--- src/verilog/axil_mem_pkg.sv ---
package axil_mem_pkg;

  localparam int axil_data_width_lp = 32;
  localparam int axil_addr_width_lp = 32;
  localparam int axil_mask_width_lp = axil_data_width_lp / 8;
  localparam int lce_id_width_lp    = 4;
  localparam int did_width_lp       = 3;
  localparam int mem_words_lp       = 256;

  // Uncached operations only
  typedef enum logic {
    e_mem_uc_rd = 1'b0,
    e_mem_uc_wr = 1'b1
  } mem_msg_type_e;

  // Byte count code with 3 left unused
  typedef enum logic [1:0] {
    e_msg_size_1 = 2'b00,
    e_msg_size_2 = 2'b01,
    e_msg_size_4 = 2'b10
  } mem_msg_size_e;

  typedef struct packed {
    logic [lce_id_width_lp-1:0] lce_id;
    logic [did_width_lp-1:0]    did;
  } mem_payload_s;

  // Shared by the forward and reverse streams
  typedef struct packed {
    mem_msg_type_e                 msg_type;
    mem_msg_size_e                 size;
    logic [axil_addr_width_lp-1:0] addr;
    mem_payload_s                  payload;
  } mem_header_s;

  typedef struct packed {
    logic [axil_addr_width_lp-1:0] addr;
    logic [axil_data_width_lp-1:0] data;
    logic [axil_mask_width_lp-1:0] wmask;
    logic                          w;
  } axil_req_s;

  typedef struct packed {
    logic [axil_addr_width_lp-1:0] addr;
    logic [2:0]                    prot;
  } axil_aw_s;

  typedef struct packed {
    logic [axil_data_width_lp-1:0] data;
    logic [axil_mask_width_lp-1:0] strb;
  } axil_w_s;

  typedef struct packed {
    logic [axil_addr_width_lp-1:0] addr;
    logic [2:0]                    prot;
  } axil_ar_s;

endpackage

--- src/verilog/axil_fifo_client.sv ---
`timescale 1ns/1ps

module axil_fifo_client
  (
    input  logic                                         clk_i,
    input  logic                                         rst_n_i,

    input  axil_mem_pkg::axil_aw_s                       aw_i,
    input  logic                                         awvalid_i,
    output logic                                         awready_o,

    input  axil_mem_pkg::axil_w_s                        w_i,
    input  logic                                         wvalid_i,
    output logic                                         wready_o,

    output logic [1:0]                                   bresp_o,
    output logic                                         bvalid_o,
    input  logic                                         bready_i,

    input  axil_mem_pkg::axil_ar_s                       ar_i,
    input  logic                                         arvalid_i,
    output logic                                         arready_o,

    output logic [axil_mem_pkg::axil_data_width_lp-1:0]  rdata_o,
    output logic [1:0]                                   rresp_o,
    output logic                                         rvalid_o,
    input  logic                                         rready_i,

    output axil_mem_pkg::axil_req_s                      req_o,
    output logic                                         req_v_o,
    input  logic                                         req_ready_and_i,

    input  logic [axil_mem_pkg::axil_data_width_lp-1:0]  resp_data_i,
    input  logic                                         resp_v_i,
    output logic                                         resp_ready_and_o
  );

  import axil_mem_pkg::*;

  typedef enum logic [1:0] {
    e_idle,
    e_request,
    e_wait,
    e_respond
  } state_e;

  state_e                        state_r;
  state_e                        state_n;
  axil_req_s                     req_r;
  logic [axil_data_width_lp-1:0] resp_data_r;
  logic                          wr_take;
  logic                          rd_take;
  logic                          resp_done;

  // Write needs AW and W together and beats a read offered alongside
  assign wr_take = (state_r == e_idle) && awvalid_i && wvalid_i;
  assign rd_take = (state_r == e_idle) && arvalid_i && !(awvalid_i && wvalid_i);

  assign awready_o = wr_take;
  assign wready_o  = wr_take;
  assign arready_o = rd_take;

  assign req_o            = req_r;
  assign req_v_o          = (state_r == e_request);
  assign resp_ready_and_o = (state_r == e_wait);

  // Direction of the held request picks B or R
  assign bvalid_o = (state_r == e_respond) && req_r.w;
  assign rvalid_o = (state_r == e_respond) && !req_r.w;
  assign rdata_o  = resp_data_r;
  assign bresp_o  = 2'b00;
  assign rresp_o  = 2'b00;

  assign resp_done = (bvalid_o && bready_i) || (rvalid_o && rready_i);

  always_comb
  begin
    state_n = state_r;
    case (state_r)
      e_idle:
        if (wr_take || rd_take)
          state_n = e_request;
      e_request:
        if (req_ready_and_i)
          state_n = e_wait;
      e_wait:
        if (resp_v_i)
          state_n = e_respond;
      e_respond:
        if (resp_done)
          state_n = e_idle;
      default:
        state_n = e_idle;
    endcase
  end

  always_ff @(posedge clk_i or negedge rst_n_i)
  begin
    if (!rst_n_i)
      state_r <= e_idle;
    else
      state_r <= state_n;
  end

  always_ff @(posedge clk_i)
  begin
    if (wr_take)
    begin
      req_r.addr  <= aw_i.addr;
      req_r.data  <= w_i.data;
      req_r.wmask <= w_i.strb;
      req_r.w     <= 1'b1;
    end
    else if (rd_take)
    begin
      req_r.addr  <= ar_i.addr;
      req_r.data  <= '0;
      // Reads always fetch the whole word
      req_r.wmask <= '1;
      req_r.w     <= 1'b0;
    end
    if (resp_ready_and_o && resp_v_i)
      resp_data_r <= resp_data_i;
  end

  req_stable_a: assert property (@(posedge clk_i) disable iff (!rst_n_i)
    (req_v_o && !req_ready_and_i) |=> (req_v_o && $stable(req_o)));

  b_r_exclusive_a: assert property (@(posedge clk_i) disable iff (!rst_n_i)
    !(bvalid_o && rvalid_o));

endmodule

--- src/verilog/axil_mem_client.sv ---
`timescale 1ns/1ps

module axil_mem_client
  (
    input  logic                                         clk_i,
    input  logic                                         rst_n_i,
    input  logic [axil_mem_pkg::lce_id_width_lp-1:0]     lce_id_i,
    input  logic [axil_mem_pkg::did_width_lp-1:0]        did_i,

    input  axil_mem_pkg::axil_aw_s                       aw_i,
    input  logic                                         awvalid_i,
    output logic                                         awready_o,
    input  axil_mem_pkg::axil_w_s                        w_i,
    input  logic                                         wvalid_i,
    output logic                                         wready_o,
    output logic [1:0]                                   bresp_o,
    output logic                                         bvalid_o,
    input  logic                                         bready_i,
    input  axil_mem_pkg::axil_ar_s                       ar_i,
    input  logic                                         arvalid_i,
    output logic                                         arready_o,
    output logic [axil_mem_pkg::axil_data_width_lp-1:0]  rdata_o,
    output logic [1:0]                                   rresp_o,
    output logic                                         rvalid_o,
    input  logic                                         rready_i,

    output axil_mem_pkg::mem_header_s                    mem_fwd_header_o,
    output logic [axil_mem_pkg::axil_data_width_lp-1:0]  mem_fwd_data_o,
    output logic                                         mem_fwd_v_o,
    input  logic                                         mem_fwd_ready_and_i,

    input  axil_mem_pkg::mem_header_s                    mem_rev_header_i,
    input  logic [axil_mem_pkg::axil_data_width_lp-1:0]  mem_rev_data_i,
    input  logic                                         mem_rev_v_i,
    output logic                                         mem_rev_ready_and_o
  );

  import axil_mem_pkg::*;

  axil_req_s req;
  logic      outstanding_r;

  axil_fifo_client fifo_client_inst
    (
      .req_o            (req),
      .req_v_o          (mem_fwd_v_o),
      .req_ready_and_i  (mem_fwd_ready_and_i),
      .resp_data_i      (mem_rev_data_i),
      .resp_v_i         (mem_rev_v_i),
      .resp_ready_and_o (mem_rev_ready_and_o),
      .*
    );

  always_comb
  begin
    mem_fwd_data_o                   = req.data;
    mem_fwd_header_o.msg_type        = req.w ? e_mem_uc_wr : e_mem_uc_rd;
    mem_fwd_header_o.addr            = req.addr;
    mem_fwd_header_o.payload.lce_id  = lce_id_i;
    mem_fwd_header_o.payload.did     = did_i;
    // Low-lane masks shrink the size and irregular ones send a full word
    case (req.wmask)
      4'h1:    mem_fwd_header_o.size = e_msg_size_1;
      4'h3:    mem_fwd_header_o.size = e_msg_size_2;
      4'hF:    mem_fwd_header_o.size = e_msg_size_4;
      default: mem_fwd_header_o.size = e_msg_size_4;
    endcase
  end

  // Tracks a forward beat that has gone out and not yet been answered
  always_ff @(posedge clk_i or negedge rst_n_i)
  begin
    if (!rst_n_i)
      outstanding_r <= 1'b0;
    else if (mem_fwd_v_o && mem_fwd_ready_and_i)
      outstanding_r <= 1'b1;
    else if (mem_rev_v_i && mem_rev_ready_and_o)
      outstanding_r <= 1'b0;
  end

  no_early_rev_a: assert property (@(posedge clk_i) disable iff (!rst_n_i)
    (mem_fwd_v_o && !outstanding_r) |-> !mem_rev_v_i);

  rev_type_match_a: assert property (@(posedge clk_i) disable iff (!rst_n_i)
    (mem_rev_v_i && mem_rev_ready_and_o) |-> (mem_rev_header_i.msg_type == req.w));

endmodule

--- config.mk ---
export PLATFORM = sky130hd
export DESIGN_NAME = axil_mem_client
export DESIGN_NICKNAME = d
export VERILOG_FILES = /design/src/verilog/axil_mem_pkg.sv /design/src/verilog/axil_fifo_client.sv /design/src/verilog/axil_mem_client.sv
export SDC_FILE = /design/constraint.sdc
export NUM_CORES = 1
export LEC_CHECK = 0
export ABC_AREA = 1
export BUFFER_PORTS_ARGS = -buffer_cell sky130_fd_sc_hd__buf_2
export CORE_MARGIN = 5
export CORE_UTILIZATION = 25
export CTS_BUF_LIST = sky130_fd_sc_hd__clkbuf_16
export CTS_CLUSTER_DIAMETER = 100
export CTS_CLUSTER_SIZE = 14
export DETAILED_ROUTE_END_ITERATION = 8
export GPL_ROUTABILITY_DRIVEN = 0
export HOLD_SLACK_MARGIN = 0.05
export PLACE_DENSITY_LB_ADDON = 0.2
export SLEW_MARGIN = 20
export SYNTH_ARGS = -nofsm -noshare
export SYNTH_HDL_FRONTEND = slang
export SYNTH_SLANG_ARGS = --single-unit
--- constraint.sdc ---
create_clock -name clk_i -period 3.7 [get_ports clk_i]
set_input_delay 0.555 -clock clk_i [delete_from_list [all_inputs] [get_ports clk_i]]
set_output_delay 0.555 -clock clk_i [all_outputs]
set_load 0.02 [all_outputs]
==> summary.txt, run 1 <==
Status: completed
Number of input and output port buffers inserted: 246
Gate Count Post-Synth: 400
Number of DRC markers in iteration 0: 166
Antenna cells: 0
Post-layout min period: 2.642 ns
Synth Warn #: 0
Number of global-route vias before repair: 3235
Total routed wirelength: 11.41 mm
Pin count of the biggest net entering global routing: 69
Cts-stage hold buffer count: 1
Worst-Skew Late Latency: 0.34 ns
Num rows: 49
Number of gates given a new drive strength after cts: 0
Share of final-layout standard cells stronger than drive strength 1: 48.19%
Worst Path Class, Setup: reg2out
Sink count of the clock tree: 103
Inserted Clock Buffers: 9
Drt first pass iters: 4
Max_slew headroom: 38.39%
I/O pin count: 313
Post-synth top area cell: sky130_fd_sc_hd__edfxtp_1
Die Span X: 146.2 um
Category of the worst setup path capture point: output port
Buffer levels on the longest clock path: 2
Hold slack final: 0.3739 ns
CP max FO: 38
Layout-stage area growth over the synthesis result: 25.56%
CTS H-tree lvls: 3
Final setup fails: 0
Syn Area/Cell: 11.59 um2
Most frequent cell after synthesis: sky130_fd_sc_hd__nand2_1
Power per cell area: 638.4 nW/um2
Clock Skews: 0.008116 ns
Max Cap Viol: 0
Antenna violations before repair: 0
Setup repair after global routing missed its margin: false
# nets final: 776
Final-report max-slew violation count: 0
Wire length per cell: 14.09 um
Via count: 3073
Netlist area before placement: 4636 um2
Hold violation total from the final report: 0
Setup Fix Bufs, Post-CTS: 0
Post-route DRC violation count: 0
Die height: 146.2 um
Tcrit/Tclk final: 71.39%
Setup Total Neg Slack: 0 ns
Library cell used as clock root buffer: sky130_fd_sc_hd__clkbuf_16
Area share of the leading cell type in the synthesized netlist: 64.78%
Required time of the critical path: 3.14 ns
Total of fill cells in the finished design: 1862
Average via count per standard cell: 3.794
Area occupied by registers: 3073 um2
Top cells by area, synth: sky130_fd_sc_hd__edfxtp_1 65%, sky130_fd_sc_hd__buf_4 13%, sky130_fd_sc_hd__nand2_1 8.5%
Core Footprint: 18090 um2
Remaining Overflow, GRT: 0
Area of the multi-input gates: 745.7 um2
Die area: 21370 um2
Flip-flop cell with the highest count after synthesis: sky130_fd_sc_hd__edfxtp_1
Kind of start point of the critical path: flop
EDFF count, synth: 100
Distinct cell type count of the synthesized netlist: 22
Leading cell types by count after synthesis: 105 x sky130_fd_sc_hd__nand2_1, 100 x sky130_fd_sc_hd__edfxtp_1, 79 x sky130_fd_sc_hd__buf_4
Static leakage power: 2.866 nW
TritonCTS clock tree: built
Path type of the worst min-delay path: in2reg
Post-route ant nets: 0
Maximum achievable frequency: 378.6 MHz
Core occupancy in the finished layout: 32.18%
CTS clock-pin slew for the worst setup and hold paths: 0.08 ns
Arrival time of data at the critical path endpoint: 2.09 ns
Peak VDD IR: 0.2156 mV
DP Wirelength: 8.669 mm
Proportion of register bits with asynchronous set or reset after synthesis: 1.942%
Wire length of the first global-routing pass: 17.36 mm
Total global-route track usage: 10.32%
Slew of the pin with the lowest slew margin: 0.9242 ns
Initial core utilization: 25.63%
Proportion of synthesized chip area in sequential cells: 66.29%
Post-synthesis register bit count: 103
## final cells by class
type,count,area share (%)
repair buffers,248,21.45
multi-input cells,169,12.81
flip-flops and latches,103,52.79
clock inverters,7,1.161
well taps,229,4.923
inverters,45,2.988
clock buffers,9,3.869
## layout by cell type, fill, tap and decap left out
cell	instances
sky130_fd_sc_hd__nand2_2	10
sky130_fd_sc_hd__inv_4	2
sky130_fd_sc_hd__nand2_1	104
sky130_fd_sc_hd__clkbuf_16	9
sky130_fd_sc_hd__nand4_1	2
sky130_fd_sc_hd__nand3b_1	1
sky130_fd_sc_hd__edfxtp_1	100
sky130_fd_sc_hd__inv_6	2
sky130_fd_sc_hd__inv_1	43
sky130_fd_sc_hd__dfxtp_1	1
sky130_fd_sc_hd__dfrtp_1	2
sky130_fd_sc_hd__ha_1	4
sky130_fd_sc_hd__buf_4	1
sky130_fd_sc_hd__o21ai_0	1
sky130_fd_sc_hd__conb_1	4
sky130_fd_sc_hd__clkinv_8	1
sky130_fd_sc_hd__nand3_4	1
sky130_fd_sc_hd__dlygate4sd3_1	1
sky130_fd_sc_hd__buf_2	246
sky130_fd_sc_hd__nor2_1	34
sky130_fd_sc_hd__clkinvlp_4	3
sky130_fd_sc_hd__or2_2	1
sky130_fd_sc_hd__nand3_1	4
sky130_fd_sc_hd__nand2_4	2
sky130_fd_sc_hd__or3b_2	1
sky130_fd_sc_hd__inv_8	1
## critical path, stage by stage, from the launching register on
cell and delay, ns:
sky130_fd_sc_hd__dfrtp_1 0.42, sky130_fd_sc_hd__inv_1 0.09, sky130_fd_sc_hd__ha_1 0.30, sky130_fd_sc_hd__nand2_4 0.28, sky130_fd_sc_hd__inv_4 0.40, sky130_fd_sc_hd__buf_2 0.24
## final timing paths
kind | startpoint | to | slack, ns | depth (start not counted)
max | fifo_client_inst.state_r[0] | wready_o | 1.06 | 5
max in group asynchronous | rst_n_i | fifo_client_inst.state_r[1] | 3.09 | 2
max reg2reg | fifo_client_inst.state_r[0] | fifo_client_inst.req_o[36] | 1.41 | 4
min in group asynchronous | rst_n_i | fifo_client_inst.state_r[0] | 0.51 | 2
min | mem_rev_data_i[14] | fifo_client_inst.rdata_o[14] | 0.37 | 1
min reg2reg | fifo_client_inst.state_r[1] | fifo_client_inst.state_r[1] | 0.54 | 2
## stage by stage
stage          total power (W)  instances  area [um2]  setup WS [ns]
4_1_cts               0.003792        810        5821         0.9864
2_1_floorplan         0.002642        403        4647         0.7960
6_report              0.003716        810        5821          1.058
3_3_place_gp          0.002807        793        5518          1.390
3_5_place_dp          0.002831        793        5518          1.360
5_1_grt               0.003947        810        5821         0.8650
## state kept, by name, summed over array words and instances, names as in the netlist
| signal | cells |
|---|---|
| fifo_client_inst.req_o | 69 |
| fifo_client_inst.rdata_o | 32 |
| fifo_client_inst.state_r | 2 |
## per-layer routing
layer,global-route usage (%),vias to the layer above,wire length [um]
met1,12.15,1394,4676
li1,-,1538,-
met3,3.781,7,947
met2,17.53,134,5647
met5,0,-,0
met4,3.340,0,138
## power by group
group / switching (W) / total [W] / internal (W)
Combinational: 0.000773 / 0.00108 / 0.000307
Sequential: 0.0000695 / 0.00170 / 0.00163
Clock: 0.000467 / 0.000940 / 0.000473
## cell families (layout without fill, tap and decap cells)
kind of cell / Yosys count / count (layout) / share of synthesized area [%]
compound gates: 1 / 1 / 0.1079
fa+ha+maj: 4 / 4 / 1.080
buf+inv: 131 / 309 / 18.03
flops: 103 / 103 / 66.29
other cells: 1 / 4 / 0.08089
simple gates: 160 / 160 / 14.41
(Power assumes the default switching activity.)
==> run 2, diff against run 1 <==
clock period = 2.74 ns   (was 3.7 ns; I/O delays follow)
==> summary.txt, run 2 (same netlist as run 1, synthesis figures left out) <==
Post-layout min period: 2.323 ns
Via count: 3113 (+1.3%)
Inserted Clock Buffers: 9 (unchanged)
Power dissipated by switching net loads: 0.001762 W (+35%)
Antenna violations before repair: 0 (unchanged)
Drt first pass iters: 4 (unchanged)
Final-report max-slew violation count: 0 (unchanged)
Die height: 146.2 um (unchanged)
Internal power component: 0.003278 W (+36%)
Wire length of the first global-routing pass: 17.26 mm (-0.56%)
Core occupancy in the finished layout: 32.41% (+0.23 points)
Category of the worst setup path capture point: output port
I/O pin count: 313 (unchanged)
Clock share of power: 25.2% (about the same)
Total routed wirelength: 11.17 mm (-2.1%)
Worst-Skew Late Latency: 0.34 ns (about the same)
Wire length per cell: 13.74 um (-2.4%)
Status: completed
Average via count per standard cell: 3.829 (+0.93%)
Tcrit/Tclk final: 84.79%
Setup Fix Bufs, Post-CTS: 0 (unchanged)
CP max FO: 34 (-11%)
Post-route ant nets: 0 (unchanged)
Static leakage power: 2.892 nW (+0.91%)
Library cell used as clock root buffer: sky130_fd_sc_hd__clkbuf_16
Hold slack final: 0.2356 ns (-0.1383 ns)
Initial core utilization: 25.63% (unchanged)
Core Footprint: 18090 um2 (unchanged)
Path type of the worst min-delay path: in2reg
Die Span X: 146.2 um (unchanged)
DP Wirelength: 8.740 mm (+0.82%)
CTS H-tree lvls: 3 (unchanged)
Num rows: 49 (unchanged)
Max Cap Viol: 0 (unchanged)
Commonest cells after routing, fill and taps aside: 246 x sky130_fd_sc_hd__buf_2, 104 x sky130_fd_sc_hd__nand2_1, 100 x sky130_fd_sc_hd__edfxtp_1, 43 x sky130_fd_sc_hd__inv_1, 34 x sky130_fd_sc_hd__nor2_1
Number of DRC markers in iteration 0: 91 (-45%)
Area occupied by registers: 3073 um2 (unchanged)
Total global-route track usage: 10.25% (-0.067 points)
Clock Skews: 0.009072 ns (+0.0009556 ns)
Sink count of the clock tree: 103 (unchanged)
Layout-stage area growth over the synthesis result: 26.45%
Power per cell area: 859.8 nW/um2 (+35%)
Maximum achievable frequency: 430.4 MHz
Arrival time of data at the critical path endpoint: 1.91 ns (-0.18 ns)
Flip-flop count of the largest register after layout: 69 (unchanged)
Remaining Overflow, GRT: 0 (unchanged)
Area of the multi-input gates: 745.7 um2 (unchanged)
Design Area, Final: 5862 um2 (+0.71%)
Number of input and output port buffers inserted: 246 (unchanged)
Share of final-layout standard cells stronger than drive strength 1: 48.46% (+0.27 points)
Cts-stage hold buffer count: 1 (unchanged)
CTS clock-pin slew for the worst setup and hold paths: 0.08 ns (about the same)
# nets final: 779 (+0.39%)
Number of gates given a new drive strength after cts: 0 (unchanged)
Relative contribution of sequential cells to total power: 45.1% (-0.6 points)
Antenna cells: 0 (unchanged)
# placed instances: 796 (+0.38%)
Post-DP Area: 5553 um2 (+0.64%)
TritonCTS clock tree: built
Post-route DRC violation count: 0 (unchanged)
Setup repair after global routing missed its margin: false
Layout Cells excl Fill: 813 (+0.37%)
Required time of the critical path: 2.33 ns (-0.81 ns)
Peak VDD IR: 0.4469 mV (+110%)
Leading cell type in the layout, fill and taps excluded: sky130_fd_sc_hd__buf_2
Kind of start point of the critical path: flop
Worst Path Class, Setup: reg2out
Number of global-route vias before repair: 3201 (-1.1%)
Die area: 21370 um2 (unchanged)
Total of fill cells in the finished design: 1886 (+1.3%)
Combinational Power Share: 29.6% (+0.6 points)
Final setup fails: 0 (unchanged)
Pin count of the biggest net entering global routing: 42 (-39%)
Buffer levels on the longest clock path: 2 (unchanged)
Setup Total Neg Slack: 0 ns (unchanged)
Share of total power consumed by net switching: 34.96% (-0.28 points)
Hold violation total from the final report: 0 (unchanged)
## run 2: final cells by class
| class | count | area share, % |
|---|---|---|
| inverters | 45 | 2.967 |
| multi-input cells | 169 | 12.72 |
| clock buffers | 9 | 3.842 |
| well taps | 229 | 4.888 |
| flip-flops and latches | 103 | 52.42 |
| repair buffers | 251 | 21.90 |
| clock inverters | 7 | 1.259 |
## run 2: worst max-delay path, stage by stage (launching register included)
cell and delay (ns):
sky130_fd_sc_hd__dfrtp_1 0.42, sky130_fd_sc_hd__inv_1 0.10, sky130_fd_sc_hd__ha_1 0.30, sky130_fd_sc_hd__nand3_4 0.16
sky130_fd_sc_hd__inv_4 0.34, sky130_fd_sc_hd__buf_2 0.24
## run 2: metrics by stage
stage               setup WS, ns  total power [W]
floorplan                 0.4842         0.003558
global placement          0.7728         0.003822
detailed placement        0.7036         0.003848
CTS                       0.3574         0.005156
global route              0.2574         0.005342
finish                    0.4166         0.005040
## run 2: routing by layer
| layer | global-route usage (%) | share of wire, % |
|---|---|---|
| met1 | 11.33 | 39 |
| met2 | 17.67 | 50 |
| met3 | 3.471 | 8.5 |
| met4 | 5.033 | 2.6 |
| met5 | 0 | 0 |
## run 2: final timing paths
path                                              from                          end  slack [ns]  depth (start not counted)
max                        fifo_client_inst.state_r[0]                    arready_o        0.42                          5
min                                  mem_rev_data_i[4]  fifo_client_inst.rdata_o[4]        0.24                          1
max reg2reg                fifo_client_inst.state_r[0]   fifo_client_inst.req_o[53]        0.76                          5
min reg2reg                fifo_client_inst.state_r[1]  fifo_client_inst.state_r[1]        0.54                          2
max in group asynchronous                      rst_n_i  fifo_client_inst.state_r[0]        2.27                          2
min in group asynchronous                      rst_n_i  fifo_client_inst.state_r[1]        0.37                          2
## run 2: power by group through the flow
stage	Sequential [W]	Combinational (W)	Clock [W]
after floorplan	0.00240	0.00116	0
after global placement	0.00231	0.00151	0
after detailed placement	0.00232	0.00153	0
after CTS	0.00228	0.00154	0.00134
after global routing	0.00231	0.00164	0.00139
final	0.00228	0.00149	0.00127
